===== src/hdl/dcache_consts.svh =====
`ifndef DCACHE_CONSTS_SVH
`define DCACHE_CONSTS_SVH

// address and data word width
`define DC_ADDR_W 32

// cache geometry
`define DC_WORDS_PER_LINE 4
`define DC_WAYS 4
`define DC_SETS 8

// address split: tag | index | word | byte
`define DC_OFS_W 2
`define DC_IDX_W 3
`define DC_TAG_W 25

// tree bits for four ways
`define DC_PLRU_W 3

`endif


===== src/hdl/dcache_pkg.sv =====
`default_nettype none

`include "dcache_consts.svh"

package dcache_pkg;

	typedef logic [`DC_ADDR_W-1:0] word_t;
	typedef logic [`DC_ADDR_W/8-1:0] strb_t;
	typedef logic [`DC_TAG_W-1:0] tag_t;
	typedef logic [`DC_IDX_W-1:0] idx_t;
	typedef logic [`DC_OFS_W-1:0] ofs_t;
	typedef logic [1:0] way_t;
	typedef logic [`DC_PLRU_W-1:0] plru_t;

	// controller states
	typedef enum logic [2:0] {
		SWEEP,
		IDLE,
		LOOKUP,
		EVICT_RD,
		EVICT_WR,
		REFILL,
		COMMIT
	} dc_state_e;

endpackage

`default_nettype wire


===== src/hdl/mem_word_if.sv =====
`timescale 1ns/1ps
`default_nettype none

// one word per request, req_valid held until done
interface mem_word_if import dcache_pkg::*; ();

	logic req_valid;
	logic req_write;
	word_t req_addr;
	word_t req_wdata;
	logic done;
	word_t rdata;

	modport ctrl (
		output req_valid, req_write, req_addr, req_wdata,
		input done, rdata
	);

	modport master (
		input req_valid, req_write, req_addr, req_wdata,
		output done, rdata
	);

endinterface

`default_nettype wire


===== src/hdl/dcache_ctrl.sv =====
`timescale 1ns/1ps
`default_nettype none

`include "dcache_consts.svh"

module dcache_ctrl
	import dcache_pkg::*;
(
	input wire logic i_clk,
	input wire logic i_rst,
	input wire logic i_req_valid,
	output logic o_req_ready,
	input wire word_t i_req_addr,
	input wire strb_t i_req_wstrb,
	input wire word_t i_req_wdata,
	output logic o_rsp_valid,
	output word_t o_rsp_rdata,
	output idx_t o_tag_rd_idx,
	output tag_t o_tag_rd_tag,
	output logic o_tag_wr_en,
	output way_t o_tag_wr_way,
	output idx_t o_tag_wr_idx,
	output tag_t o_tag_wr_tag,
	output logic o_tag_wr_valid,
	input wire logic i_hit,
	input wire way_t i_hit_way,
	input wire tag_t [`DC_WAYS-1:0] i_victim_tag,
	input wire logic [`DC_WAYS-1:0] i_victim_valid,
	output idx_t o_data_rd_idx,
	output ofs_t o_data_rd_ofs,
	output logic o_data_wr_en,
	output way_t o_data_wr_way,
	output idx_t o_data_wr_idx,
	output ofs_t o_data_wr_ofs,
	output strb_t o_data_wr_strb,
	output word_t o_data_wr_data,
	input wire word_t [`DC_WAYS-1:0] i_rd_data,
	output idx_t o_plru_idx,
	output logic o_plru_touch,
	output way_t o_plru_touch_way,
	input wire way_t i_victim_way,
	mem_word_if.ctrl mw
);

	dc_state_e r_state;
	dc_state_e w_next;
	idx_t r_sweep_cnt;
	ofs_t r_cnt;
	word_t r_addr;
	word_t r_wdata;
	strb_t r_strb;
	way_t r_vway;
	tag_t r_vtag;
	tag_t w_tag;
	idx_t w_idx;
	ofs_t w_ofs;
	word_t w_sel_addr;
	word_t w_hit_word;
	logic w_last;
	logic w_evicting;
	logic w_refill_wr;

	// fields of the saved request
	assign w_tag = r_addr[`DC_ADDR_W-1 -: `DC_TAG_W];
	assign w_idx = r_addr[2+`DC_OFS_W +: `DC_IDX_W];
	assign w_ofs = r_addr[2 +: `DC_OFS_W];
	assign w_last = (r_cnt == ofs_t'(`DC_WORDS_PER_LINE-1));
	assign w_evicting = (r_state == EVICT_RD) || (r_state == EVICT_WR);
	assign w_refill_wr = (r_state == REFILL) && mw.done;

	always_comb begin
		w_next = r_state;
		case (r_state)
			SWEEP: if (r_sweep_cnt == idx_t'(`DC_SETS-1)) w_next = IDLE;
			IDLE: if (i_req_valid) w_next = LOOKUP;
			LOOKUP: begin
				if (i_hit) begin
					w_next = IDLE;
				end else if (i_victim_valid[i_victim_way]) begin
					w_next = EVICT_RD;
				end else begin
					w_next = REFILL;
				end
			end
			EVICT_RD: w_next = EVICT_WR;
			EVICT_WR: if (mw.done) w_next = w_last ? REFILL : EVICT_RD;
			REFILL: if (mw.done && w_last) w_next = COMMIT;
			COMMIT: w_next = LOOKUP;
			default: w_next = SWEEP;
		endcase
	end

	always_ff @(posedge i_clk) begin
		if (i_rst) begin
			r_state <= SWEEP;
			r_sweep_cnt <= '0;
			r_cnt <= '0;
		end else begin
			r_state <= w_next;
			if (r_state == SWEEP) begin
				r_sweep_cnt <= r_sweep_cnt + 1'b1;
			end
			// wraps to zero after the last evicted word
			if (r_state == LOOKUP) begin
				r_cnt <= '0;
			end else if (mw.done) begin
				r_cnt <= r_cnt + 1'b1;
			end
		end
	end

	always_ff @(posedge i_clk) begin
		if (o_req_ready && i_req_valid) begin
			r_addr <= i_req_addr;
			r_strb <= i_req_wstrb;
			r_wdata <= i_req_wdata;
		end
		if (r_state == LOOKUP) begin
			r_vway <= i_victim_way;
			r_vtag <= i_victim_tag[i_victim_way];
		end
	end

	assign o_req_ready = (r_state == IDLE);

	// store reads: new request in IDLE, saved one on replay
	assign w_sel_addr = o_req_ready ? i_req_addr : r_addr;
	assign o_tag_rd_idx = w_sel_addr[2+`DC_OFS_W +: `DC_IDX_W];
	assign o_tag_rd_tag = w_sel_addr[`DC_ADDR_W-1 -: `DC_TAG_W];
	assign o_data_rd_idx = o_tag_rd_idx;
	assign o_data_rd_ofs = w_evicting ? r_cnt : w_sel_addr[2 +: `DC_OFS_W];

	assign o_tag_wr_en = (r_state == SWEEP) || (r_state == COMMIT);
	assign o_tag_wr_way = r_vway;
	assign o_tag_wr_idx = (r_state == SWEEP) ? r_sweep_cnt : w_idx;
	assign o_tag_wr_tag = w_tag;
	assign o_tag_wr_valid = (r_state == COMMIT);

	// refill words or a store hit share the write port
	assign o_data_wr_en = w_refill_wr || (o_rsp_valid && |r_strb);
	assign o_data_wr_way = w_refill_wr ? r_vway : i_hit_way;
	assign o_data_wr_idx = w_idx;
	assign o_data_wr_ofs = w_refill_wr ? r_cnt : w_ofs;
	assign o_data_wr_strb = w_refill_wr ? '1 : r_strb;
	assign o_data_wr_data = w_refill_wr ? mw.rdata : r_wdata;

	assign o_rsp_valid = (r_state == LOOKUP) && i_hit;
	assign w_hit_word = i_rd_data[i_hit_way];

	always_comb begin
		for (int b = 0; b < `DC_ADDR_W/8; b++) begin
			o_rsp_rdata[8*b +: 8] = r_strb[b] ? r_wdata[8*b +: 8] : w_hit_word[8*b +: 8];
		end
	end

	assign o_plru_idx = w_idx;
	assign o_plru_touch = o_rsp_valid || (r_state == COMMIT);
	assign o_plru_touch_way = (r_state == COMMIT) ? r_vway : i_hit_way;

	// victim words go to the old line address, refill reads the new one
	assign mw.req_valid = (r_state == EVICT_WR) || (r_state == REFILL);
	assign mw.req_write = (r_state == EVICT_WR);
	assign mw.req_addr = (r_state == EVICT_WR) ? {r_vtag, w_idx, r_cnt, 2'b00}
		: {w_tag, w_idx, r_cnt, 2'b00};
	assign mw.req_wdata = i_rd_data[r_vway];

endmodule

`default_nettype wire


===== src/flat_wrapper.sv =====
// flat-port wrapper written by rule: the top's interface ports become plain ports
module dcache_ctrl_flat import dcache_pkg::*;
  (i_clk, i_rst, i_req_valid, o_req_ready, i_req_addr, i_req_wstrb, i_req_wdata, o_rsp_valid, o_rsp_rdata, o_tag_rd_idx, o_tag_rd_tag, o_tag_wr_en, o_tag_wr_way, o_tag_wr_idx, o_tag_wr_tag, o_tag_wr_valid, i_hit, i_hit_way, i_victim_tag, i_victim_valid, o_data_rd_idx, o_data_rd_ofs, o_data_wr_en, o_data_wr_way, o_data_wr_idx, o_data_wr_ofs, o_data_wr_strb, o_data_wr_data, i_rd_data, o_plru_idx, o_plru_touch, o_plru_touch_way, i_victim_way, mw_req_valid, mw_req_write, mw_req_addr, mw_req_wdata, mw_done, mw_rdata);
  mem_word_if mw_i ();
  input wire logic i_clk;
  input wire logic i_rst;
  input wire logic i_req_valid;
  output logic o_req_ready;
  input wire word_t i_req_addr;
  input wire strb_t i_req_wstrb;
  input wire word_t i_req_wdata;
  output logic o_rsp_valid;
  output word_t o_rsp_rdata;
  output idx_t o_tag_rd_idx;
  output tag_t o_tag_rd_tag;
  output logic o_tag_wr_en;
  output way_t o_tag_wr_way;
  output idx_t o_tag_wr_idx;
  output tag_t o_tag_wr_tag;
  output logic o_tag_wr_valid;
  input wire logic i_hit;
  input wire way_t i_hit_way;
  input wire tag_t [`DC_WAYS-1:0] i_victim_tag;
  input wire logic [`DC_WAYS-1:0] i_victim_valid;
  output idx_t o_data_rd_idx;
  output ofs_t o_data_rd_ofs;
  output logic o_data_wr_en;
  output way_t o_data_wr_way;
  output idx_t o_data_wr_idx;
  output ofs_t o_data_wr_ofs;
  output strb_t o_data_wr_strb;
  output word_t o_data_wr_data;
  input wire word_t [`DC_WAYS-1:0] i_rd_data;
  output idx_t o_plru_idx;
  output logic o_plru_touch;
  output way_t o_plru_touch_way;
  input wire way_t i_victim_way;
  output wire logic [$bits(mw_i.req_valid)-1:0] mw_req_valid;
  output wire logic [$bits(mw_i.req_write)-1:0] mw_req_write;
  output wire logic [$bits(mw_i.req_addr)-1:0] mw_req_addr;
  output wire logic [$bits(mw_i.req_wdata)-1:0] mw_req_wdata;
  input wire logic [$bits(mw_i.done)-1:0] mw_done;
  input wire logic [$bits(mw_i.rdata)-1:0] mw_rdata;
  assign mw_req_valid = mw_i.req_valid;
  assign mw_req_write = mw_i.req_write;
  assign mw_req_addr = mw_i.req_addr;
  assign mw_req_wdata = mw_i.req_wdata;
  assign mw_i.done = mw_done;
  assign mw_i.rdata = mw_rdata;
  dcache_ctrl u_core (.i_clk(i_clk), .i_rst(i_rst), .i_req_valid(i_req_valid), .o_req_ready(o_req_ready), .i_req_addr(i_req_addr), .i_req_wstrb(i_req_wstrb), .i_req_wdata(i_req_wdata), .o_rsp_valid(o_rsp_valid), .o_rsp_rdata(o_rsp_rdata), .o_tag_rd_idx(o_tag_rd_idx), .o_tag_rd_tag(o_tag_rd_tag), .o_tag_wr_en(o_tag_wr_en), .o_tag_wr_way(o_tag_wr_way), .o_tag_wr_idx(o_tag_wr_idx), .o_tag_wr_tag(o_tag_wr_tag), .o_tag_wr_valid(o_tag_wr_valid), .i_hit(i_hit), .i_hit_way(i_hit_way), .i_victim_tag(i_victim_tag), .i_victim_valid(i_victim_valid), .o_data_rd_idx(o_data_rd_idx), .o_data_rd_ofs(o_data_rd_ofs), .o_data_wr_en(o_data_wr_en), .o_data_wr_way(o_data_wr_way), .o_data_wr_idx(o_data_wr_idx), .o_data_wr_ofs(o_data_wr_ofs), .o_data_wr_strb(o_data_wr_strb), .o_data_wr_data(o_data_wr_data), .i_rd_data(i_rd_data), .o_plru_idx(o_plru_idx), .o_plru_touch(o_plru_touch), .o_plru_touch_way(o_plru_touch_way), .i_victim_way(i_victim_way), .mw(mw_i));
endmodule

===== config.mk =====
export PLATFORM = sky130hd
export DESIGN_NAME = dcache_ctrl_flat
export DESIGN_NICKNAME = d
export VERILOG_FILES = /design/src/hdl/dcache_pkg.sv /design/src/hdl/mem_word_if.sv /design/src/hdl/dcache_ctrl.sv /design/src/flat_wrapper.sv
export VERILOG_INCLUDE_DIRS = /design/src /design/src/hdl
export SDC_FILE = /design/constraint.sdc
export NUM_CORES = 1
export LEC_CHECK = 0
export BUFFER_PORTS_ARGS = -buffer_cell sky130_fd_sc_hd__buf_2
export CAP_MARGIN = 15
export CORE_AREA = 2 2 216 218
export CTS_BUF_LIST = sky130_fd_sc_hd__clkbuf_4 sky130_fd_sc_hd__clkbuf_8
export CTS_CLUSTER_SIZE = 28
export DETAILED_ROUTE_END_ITERATION = 10
export DIE_AREA = 0 0 218 220
export GPL_ROUTABILITY_DRIVEN = 1
export PLACE_DENSITY_LB_ADDON = 0.05
export SETUP_SLACK_MARGIN = 0.02
export SYNTH_ARGS = -nofsm -noshare
export SYNTH_HDL_FRONTEND = slang
export SYNTH_SLANG_ARGS = --single-unit
export TNS_END_PERCENT = 100

===== constraint.sdc =====
create_clock -name i_clk -period 5.6 [get_ports i_clk]
set_input_delay 1.12 -clock i_clk [delete_from_list [all_inputs] [get_ports i_clk]]
set_output_delay 1.12 -clock i_clk [all_outputs]
set_load 0.01 [all_outputs]

After elaboration in Yosys (flattened, before gate mapping)
Index checks and enable logic that the tools add are counted.
{ "classes": {"order_cmp": 3, "n_reduce_logical": 14, "mux": 29, "n_eq_ne": 12, "n_addsub": 2} }
{ "op_table": {"columns": ["cell", "n"], "rows": [
  ["32-bit 2-to-1 mux", 5],
  ["32-bit binary-select mux with 2-bit select", 2],
  ["25-bit binary-select mux with 2-bit select", 1],
  ["8-bit 2-to-1 mux", 4],
  ["25-bit 2-to-1 mux", 1],
  ["3-bit 2-to-1 mux", 8],
  ["3-bit case mux with 7 select lines", 1],
  ["3-bit == test (second input constant)", 4],
  ["2-bit by 3-bit less-than comparator with 1-bit output (second input constant)", 3],
  ["2-bit 2-to-1 mux", 4],
  ["3-bit by 2-bit == test with 1-bit output (second input constant)", 2],
  ["1-bit logical AND", 5],
  ["1-bit logical OR", 5],
  ["4-bit 2-to-1 mux", 1],
  ["2-bit by 1-bit != test with 1-bit output (second input constant)", 2],
  ["2-bit != test (second input constant)", 2],
  ["4-bit AND reduction", 1],
  ["4-bit OR reduction", 1],
  ["3-bit by 1-bit adder with 3-bit output (second input constant)", 1],
  ["3-bit by 1-bit == test with 1-bit output (second input constant)", 1],
  ["3-bit zero test", 1],
  ["2-bit by 1-bit adder with 2-bit output (second input constant)", 1],
  ["1-bit binary-select mux with 2-bit select", 1],
  ["2-bit == test (second input constant)", 1],
  ["2 further kinds", 2]
]} }
{ "totals": {"output_inout_bits": 215, "in_bits": 341, "wordCells": 68, "regBits": 103} }

Logic depth before layout (Yosys ltp)
Gate-level depths: netlist (run 1).
{ "logic_depth": {"ltp_word": 5, "depth_mapped": 7, "ltp_nobuf": 5} }

Worst setup path before layout (run 1)
OpenSTA, ideal clock, no wires.
{ "synth_path": {"path_kind": "register to output", "start": "register u_core.r_state[0]", "end": "output port o_data_wr_en", "required_time_ns": 4.480, "path_stages_with_launch": 5, "path_slack_ns": 1.109, "path_buffers": 1, "arrival_ns": 3.371, "path_cell_list": "dfxtp_1 -> clkbuf_1 -> nor3b_1 -> nand2_1 -> o21ai_0"} }
{ "synth_between": {"elab_chain_len": 4} }
{ "synth_rtl": {"columns": ["element", "line_no", "rtl"], "rows": [
  ["from (decl)", "dcache_ctrl.sv:45", "dc_state_e r_state;"],
  ["from (signal assigned)", "dcache_ctrl.sv:99", "r_state <= w_next;"],
  ["3-bit by 2-bit == test with 1-bit output", "dcache_ctrl.sv:147", "assign o_rsp_valid = (r_state == LOOKUP) && i_hit;"],
  ["1-bit logical AND", "dcache_ctrl.sv:147", null],
  ["1-bit logical AND", "dcache_ctrl.sv:140", "assign o_data_wr_en = w_refill_wr || (o_rsp_valid && |r_strb);"],
  ["1-bit logical OR (*)", "dcache_ctrl.sv:140", null],
  ["to (decl)", "flat_wrapper.sv:27", "output logic o_data_wr_en;"]
]} }
Every way passes the cells marked *; elsewhere a longest branch is shown, timed or not.

Worst setup path in the final report (run 1)
{ "layout_path": {"start": "register u_core.r_state[2]", "end": "output port o_data_wr_data[0]"} }
{ "layout_between": {"elab_chain_len": 3} }
{ "layout_rtl": {"columns": ["element", "line_no", "rtl"], "rows": [
  ["3-bit == test", "dcache_ctrl.sv:69", "assign w_refill_wr = (r_state == REFILL) && mw.done;"],
  ["1-bit logical AND", "dcache_ctrl.sv:69", null],
  ["32-bit 2-to-1 mux", "dcache_ctrl.sv:145", "assign o_data_wr_data = w_refill_wr ? mw.rdata : r_wdata;"],
  ["to (decl)", "flat_wrapper.sv:32", "output word_t o_data_wr_data;"]
]} }
No other way between the ends.

==> results.cfg, run 1 <==
[sta]
final_max_slew_viol_count = 0
setup_viol = 0
timing.fmax_mhz = 232
hold_viol_final = 0
max_slew_margin = 0.280
setup_tns_ns = 0
fin_crit_sh = 0.770
rsz0062_at_grt = no
worst_slack_ns = 1.29
finClkSkew_ns = 0.0202
tightest_slew_ns = 1.08
min_period_ns = 4.31

[synth]
synth_most_common_cell = mux2_2
synth-edff-count = 93
synth_cell_type_count = 37
yosysWarnings = 0
synth_ff_type = edfxtp_1
synth_area_leaders = edfxtp_1 38%, mux4_2 27%, mux2_2 19%, buf_4 4.0%, dfxtp_1 2.2%
synthArstFlopShare = 0
synthCells = 462
synth.avg_cell_area_um2 = 15.9
ys_seq_area_frac = 0.402
synth.top_cell.area_share = 0.380
synth_common_cells = 123 x mux2_2, 93 x edfxtp_1, 88 x mux4_2
yosysTopAreaCell = edfxtp_1
ys_seq_elements = 101
synth_area_um2 = 7350

[cts]
path_clk_slew_ns = 0.11
cts_resized = 0
clock_sinks = 101
cts-root-buf = clkbuf_8
numCtsBuffers = 9
cts_setup_buffers = 0
cts_tree = built
insertion_delay_ns = 0.41
htree_levels = 3
cts_hold_buf = 0
ctsLongestPathBuffers = 2

[layout]
nFillCells = 5002
fin_nets = 1298
register_area_um2 = 2950
synthToLayoutAreaGrowth_pct = 45.0
drive_gt1_frac = 0.828
multiInputGateArea_um2 = 3900

[power]
p_clk_frac = 0.302
p_leak_uw = 0.00451
switching_share = 0.262
p_comb_frac = 0.204
p_int_uw = 1250
p_per_area_nw_per_um2 = 159
ir_drop_mv = 0.130
seqPwrFrac = 0.494
power_switching_uw = 443

[die]
core_area_um2 = 45900
die_area_um2 = 48000
fp.dieH_um = 220
row_count = 79
ioPinCount = 556
die_w_um = 218
start_util = 0.160

[placed_design]
gp_congestion = 0.753
dpl.hpwl_um = 27900
post-place-ws_ns = 1.53
port_buffers = 551

[drt]
via_per_inst = 3.99
totalWireLength_um = 34500
drt_first_pass_iters = 4
wire_per_inst_um = 21.9
num_vias = 6273
drtIter0Drc = 196
antenna_left = 0
drcViolationCount = 0

[min_path]
hp-class = reg2reg
hold_depth = 2

[worst_setup_path]
worst_ep_arrival_time_ns = 3.19
max_stage_delay_ns = 0.74
critPathKind = reg2out
worstPathRequired_ns = 4.48
reg2regPathDepth = 4
path_cells = nor2b_1, nand3_2, buf_4, mux2_2, buf_2
startpoint_type = flip-flop
crit_path_max_fanout = 16
critPathCaptureType = output pin
crit_buf_inv = 2
cp.depth = 5
cp_slowest_cell = dfxtp_1
crit_family = simple AND/OR/NAND/NOR gates

[run]
drv_cap = 0

[grt]
grt_pass1_vias = 6595
gr-total-overflow = 0
antenna_found_initial = 11
grt_pass1_wl_um = 46900
grt_start_max_net_pins = 67
track_usage = 0.138

[run_status]
status = completed
kinds of logic (layout without fill, tap and decap cells):
group                    count (synthesis)  count (layout)  share of synthesized area
multiplexers                           222             222                      0.478
flip-flops                             101             101                      0.402
buffers and inverters                   84             580                     0.0711
AND/OR/NAND/NOR                         33              33                     0.0265
AO/OA/AOI/OAI                           16              16                     0.0146
adder cells (fa/ha/maj)                  3               3                    0.00511
XOR/XNOR                                 2               2                    0.00238
other                                    1               8                   0.000510
power by group through the flow:
stage	Combinational, µW	Clock, µW	Sequential, µW
6_report	346	511	836
5_1_grt	376	568	837
4_1_cts	353	553	836
2_1_floorplan	162	0	852
3_5_place_dp	353	0	853
3_3_place_gp	353	0	853
state kept, by name (all words and copies together), names as in the netlist:
signal	cells
u_core.r_sweep_cnt	3
u_core.r_addr	30
u_core.r_cnt	2
u_core.r_strb	4
u_core.o_tag_wr_way	2
u_core.r_wdata	32
u_core.r_state	3
u_core.r_vtag	25
worst reg2reg max path, cell delays in order, from the launching register on:
cell     delay [ns]
dfxtp_1        0.64
inv_1          0.19
nor3_2         0.85
buf_4          0.38
and2_4         0.82
cells in the final DEF (no fill, tap or decap), drive strengths merged, types with 3 or more instances in the layout:
cell and n:
diode 6, edfxtp 93, mux2 128, ha 3, a21oi 5, nand2b 6, clkinv 3, mux2i 4
mux4 90, buf 561, nor2b 5, o21ai 3, clkbuf 10, inv 5, nor3b 3, dfxtp 8
nor2 5, nor3 4
through the flow:
step / std cells / hold WS, ns / power, µW / utilization / cell area (µm²)
after floorplan: 463 / 0.481 / 1010 / - / 7360
after global placement: 1550 / 0.528 / 1210 / 0.228 / 10500
after detailed placement: 1550 / 0.521 / 1210 / 0.228 / 10500
after CTS: 1566 / 0.547 / 1740 / 0.232 / 10600
after global routing: 1568 / 0.573 / 1780 / 0.232 / 10700
final: 1572 / 0.537 / 1690 / 0.232 / 10700
worst paths after layout:
| kind | slack, ns | end | from |
|---|---|---|---|
| setup / recovery | 1.29 | o_data_wr_data[0] | u_core.r_state[2] |
| hold / removal | 0.54 | u_core.r_sweep_cnt[2] | u_core.r_sweep_cnt[2] |
| setup reg to reg | 2.20 | u_core.r_wdata[19] | u_core.r_state[0] |
| hold reg to reg | 0.54 | u_core.r_sweep_cnt[2] | u_core.r_sweep_cnt[2] |
per-layer routing:
layer	share of wire	up-vias	global-route usage
met1	0.38	3064	0.153
li1	-	2846	-
met4	0.015	6	0.0440
met2	0.50	324	0.242
met5	0.00099	-	0
met3	0.10	33	0.0531
area by class of cell:
type,instances,area share
inverters,3,0.00106
flip-flops and latches,101,0.277
clock buffers,10,0.0123
clock inverters,6,0.00563
well taps,607,0.0712
multi-input cells,278,0.366
diodes,6,0.00141
repair buffers,561,0.266
Note: power is estimated with default switching activity, not from simulation.
==> run 2, diff against run 1 <==
==> constraint.sdc (replaced) <==
create_clock -name i_clk -period 4.2 [get_ports i_clk]
set_input_delay 0.84 -clock i_clk [delete_from_list [all_inputs] [get_ports i_clk]]
set_output_delay 0.84 -clock i_clk [all_outputs]
set_load 0.01 [all_outputs]
==> results.cfg, run 2 (synthesis results as in run 1) <==
[run_status]
status = completed

[worst_setup_path]
r2r_end = u_core.r_wdata[11]
critPathCaptureType = output pin
cp-startpoint = u_core.r_state[1]
startpoint_type = flip-flop
r2r_setup_slack_ns = 1.47
worstPathRequired_ns = 3.36
crit_path_max_fanout = 26
r2r_start = u_core.r_state[0]
worst_ep_arrival_time_ns = 2.55
reg2regPathDepth = 5
crit_end = mw_req_addr[25]
critPathKind = reg2out

[sta]
finClkSkew_ns = 0.0141
rsz0062_at_grt = no
hold_viol_final = 0
setup_viol = 0
fin_hold_ws_ns = 0.551
tightest_slew_ns = 0.812
final_max_slew_viol_count = 0
fin_crit_sh = 0.807
max_slew_margin = 0.459
setup_tns_ns = 0
timing.fmax_mhz = 295
min_period_ns = 3.39

[placed_design]
placed_cell_area_um2 = 10500
port_buffers = 551
dpl.hpwl_um = 27400
gp_congestion = 0.743

[layout]
largest_reg_flops = 32
final_cell_mix = 551 x buf_2, 123 x mux2_2, 93 x edfxtp_1, 88 x mux4_2, 11 x buf_4
drive_gt1_frac = 0.831
fin_nets = 1302
mostFrequentLayoutCell = buf_2
regMostFlops = u_core.r_wdata
synthToLayoutAreaGrowth_pct = 45.8
top_regs = u_core.r_wdata (32), u_core.r_addr (30), u_core.r_vtag (25)
fin_area_um2 = 10700

[power]
p_leak_uw = 0.00454
p_per_area_nw_per_um2 = 209
p_comb_frac = 0.208
p_int_uw = 1620
ir_drop_mv = 0.139
power_switching_uw = 625
seqPwrFrac = 0.498
switching_share = 0.279
p_clk_frac = 0.294

[grt]
antenna_found_initial = 11
grt_start_max_net_pins = 43
grt_pass1_wl_um = 47300
gr-total-overflow = 0
grt_pass1_vias = 6740
track_usage = 0.140

[cts]
cts_tree = built
cts_hold_buf = 0
path_clk_slew_ns = 0.12
cts_setup_buffers = 0
cts_resized = 0
clock_sinks = 101
insertion_delay_ns = 0.44
htree_levels = 3
cts-root-buf = clkbuf_8
numCtsBuffers = 9
ctsLongestPathBuffers = 2

[die]
row_count = 79
ioPinCount = 556
start_util = 0.160
die_w_um = 218
fp.dieH_um = 220
core_area_um2 = 45900
die_area_um2 = 48000

[drt]
totalWireLength_um = 34500
drtIter0Drc = 209
wl_met3_um = 3480
antenna_left = 0
wire_per_inst_um = 21.9
dr_wl_met2_um = 17600
num_vias = 6315
via_per_inst = 4.01
drcViolationCount = 0
wl_met1_um = 13000
drt_first_pass_iters = 6
highest_layer = met5

[run]
drv_cap = 0

[min_path]
hp-class = reg2reg
[run 2: worst max-delay path: stages, from the launching register on]
cell     delay, ns
dfxtp_1       0.50
nor2b_1       0.51
and2_1        0.21
buf_4         0.35
mux2_2        0.38
buf_2         0.15
[run 2: worst min-delay path by stage]
stage | startpoint | endpoint | slack, ns | depth (start not counted)
3_5_place_dp | u_core.r_sweep_cnt[2] | u_core.r_sweep_cnt[2] | 0.53 | 2
3_3_place_gp | u_core.r_sweep_cnt[1] | u_core.r_sweep_cnt[1] | 0.53 | 2
4_1_cts | i_req_wdata[0] | u_core.r_wdata[0] | 0.50 | 1
6_report | u_core.r_sweep_cnt[2] | u_core.r_sweep_cnt[2] | 0.55 | 2
2_1_floorplan | u_core.r_sweep_cnt[1] | u_core.r_sweep_cnt[1] | 0.48 | 2
5_1_grt | i_req_wdata[1] | u_core.r_wdata[1] | 0.51 | 1
[run 2: power groups by stage]
stage,combinational (µW),clock (µW),sequential [µW]
2_1_floorplan,216,0,1140
3_3_place_gp,474,0,1140
3_5_place_dp,473,0,1140
4_1_cts,475,720,1120
5_1_grt,509,743,1120
6_report,466,660,1110
[run 2: routing by layer]
metal | up-vias | GRT usage
met1 | 3073 | 0.152
li1 | 2854 | -
met4 | 12 | 0.0367
met2 | 343 | 0.248
met3 | 33 | 0.0587
met5 | - | 0
[run 2: through the flow]
stage	worst slack [ns]	total power, µW	util	std cells
2_1_floorplan	1.08	1350	-	463
3_3_place_gp	1.06	1610	0.230	1554
3_5_place_dp	1.08	1610	0.230	1554
4_1_cts	0.671	2310	0.233	1570
5_1_grt	0.530	2370	0.234	1572
6_report	0.812	2240	0.234	1575
[run 2: area by class of cell]
| type | instances | area, µm² |
|---|---|---|
| antenna | 5 | 12.5 |
| clock buffer | 10 | 131 |
| clock inverter | 6 | 45.0 |
| fill | 4966 | 35100 |
| inverter | 3 | 11.3 |
| multi-input combinational | 278 | 3910 |
| sequential | 101 | 2950 |
| tap | 607 | 759 |
| timing repair buffer | 565 | 2900 |
==> run 3, diff against run 2 <==
--- a/config.mk
+++ b/config.mk
@@ -8,11 +8,11 @@
 export LEC_CHECK = 0
 export BUFFER_PORTS_ARGS = -buffer_cell sky130_fd_sc_hd__buf_2
 export CAP_MARGIN = 15
-export CORE_AREA = 2 2 216 218
+export CORE_AREA = 2 2 214 216
 export CTS_BUF_LIST = sky130_fd_sc_hd__clkbuf_4 sky130_fd_sc_hd__clkbuf_8
 export CTS_CLUSTER_SIZE = 28
 export DETAILED_ROUTE_END_ITERATION = 10
-export DIE_AREA = 0 0 218 220
+export DIE_AREA = 0 0 216 218
 export GPL_ROUTABILITY_DRIVEN = 1
 export PLACE_DENSITY_LB_ADDON = 0.05
 export SETUP_SLACK_MARGIN = 0.02
==> constraint.sdc (replaced) <==
create_clock -name i_clk -period 2.85 [get_ports i_clk]
set_input_delay 0.57 -clock i_clk [delete_from_list [all_inputs] [get_ports i_clk]]
set_output_delay 0.57 -clock i_clk [all_outputs]
set_load 0.01 [all_outputs]
==> results.cfg, run 3 (synthesis results as in run 1) <==
[layout]
top_regs = u_core.r_wdata (32), u_core.r_addr (30), u_core.r_vtag (25)
nFillCells = 4878
final_cell_mix = 551 x buf_2, 123 x mux2_2, 93 x edfxtp_1, 88 x mux4_2, 12 x buf_4
largest_reg_flops = 32
regMostFlops = u_core.r_wdata
fin_area_um2 = 10800
fin_nets = 1308
mostFrequentLayoutCell = buf_2
post-route-util = 0.241
drive_gt1_frac = 0.832
synthToLayoutAreaGrowth_pct = 47.3

[die]
fp.dieH_um = 218
core_area_um2 = 44900
row_count = 78
die_w_um = 216
die_area_um2 = 47100
ioPinCount = 556
start_util = 0.164

[power]
switching_share = 0.277
p_int_uw = 2470
p_clk_frac = 0.317
seqPwrFrac = 0.481
power_switching_uw = 944
ir_drop_mv = 0.294
p_per_area_nw_per_um2 = 315
p_leak_uw = 0.00459
p_comb_frac = 0.202

[drt]
drcViolationCount = 0
num_vias = 6357
via_per_inst = 4.05
drtIter0Drc = 171
drt_first_pass_iters = 4
totalWireLength_um = 33900
wire_per_inst_um = 21.5
antenna_left = 0

[worst_setup_path]
r2r_start = u_core.r_state[2]
startpoint_type = flip-flop
worst_ep_arrival_time_ns = 2.05
critPathCaptureType = output pin
reg2regPathDepth = 5
r2r_setup_slack_ns = 0.81
worstPathRequired_ns = 2.28
critPathKind = reg2out
r2r_end = u_core.r_wdata[30]
crit_path_max_fanout = 30

[cts]
cts_tree = built
ctsLongestPathBuffers = 2
cts-root-buf = clkbuf_8
cts_resized = 1
cts_hold_buf = 0
numCtsBuffers = 9
insertion_delay_ns = 0.45
htree_levels = 3
clock_sinks = 101
path_clk_slew_ns = 0.13
cts_setup_buffers = 0

[grt]
antenna_found_initial = 10
gr-total-overflow = 0
grt_start_max_net_pins = 67
grt_pass1_vias = 6802
grt_pass1_wl_um = 47700
track_usage = 0.141

[sta]
hold_viol_final = 0
timing.fmax_mhz = 382
finClkSkew_ns = 0.0128
tightest_slew_ns = 0.631
max_slew_margin = 0.579
rsz0062_at_grt = no
setup_tns_ns = 0
fin_hold_ws_ns = 0.285
min_period_ns = 2.62
fin_crit_sh = 0.918
final_max_slew_viol_count = 0
setup_viol = 0

[run_status]
status = completed

[min_path]
min-delay-start = i_req_wdata[0]
hp-class = in2reg
whs_endpoint = u_core.r_wdata[0]
hold_depth = 1

[placed_design]
placed_cell_area_um2 = 10600
port_buffers = 551
dpl.hpwl_um = 27200
gp_congestion = 0.787

[run]
drv_cap = 0
-- run 3: how the worst max path moves through the flow --
stage	start	end	slack, ns
after floorplan	u_core.r_state[0]	o_data_wr_en	-0.0001
after global placement	i_hit_way[0]	o_rsp_rdata[11]	0.23
after detailed placement	i_hit_way[0]	o_rsp_rdata[5]	0.25
after CTS	u_core.r_state[2]	o_data_wr_data[27]	0.08
after global routing	u_core.r_state[2]	o_data_wr_data[24]	0.06
final	u_core.r_state[2]	o_tag_rd_idx[0]	0.23
-- run 3: final cells by class --
class / instances / area, µm² / share of cell area
Clock inverter: 7 / 82.6 / 0.00762
Sequential cell: 101 / 2950 / 0.273
Timing Repair Buffer: 571 / 3000 / 0.277
Multi-Input combinational cell: 278 / 3910 / 0.361
Antenna cell: 2 / 5.00 / 0.000462
Inverter: 3 / 11.3 / 0.00104
Tap cell: 600 / 751 / 0.0693
Clock buffer: 9 / 124 / 0.0114
-- run 3: routing by layer --
metal / vias up / share of wire / global-route usage
met5: - / 0.0024 / 0
met4: 14 / 0.012 / 0.0411
met3: 28 / 0.091 / 0.0533
met2: 327 / 0.51 / 0.251
met1: 3124 / 0.39 / 0.157
li1: 2864 / - / -
-- run 3: worst max-delay path, cell delays in order (launching register included) --
cell,delay (ns)
dfxtp_1,0.32
buf_4,0.19
nor3_2,0.26
buf_12,0.25
mux2_2,0.40
buf_2,0.15
-- run 3: metrics by stage --
| step | power (µW) | cells | worst slack (ns) |
|---|---|---|---|
| final | 3410 | 1571 | 0.234 |
| after global routing | 3610 | 1570 | 0.0622 |
| after CTS | 3530 | 1569 | 0.0840 |
| after detailed placement | 2380 | 1553 | 0.248 |
| after global placement | 2380 | 1553 | 0.230 |
| after floorplan | 1990 | 463 | -0.000144 |
-- run 3: power groups by stage --
stage	Combinational (µW)	Sequential, µW	Clock (µW)
floorplan	318	1670	0
detailed placement	704	1680	0
global route	754	1640	1210
finish	689	1640	1080
global placement	703	1680	0
CTS	705	1640	1180
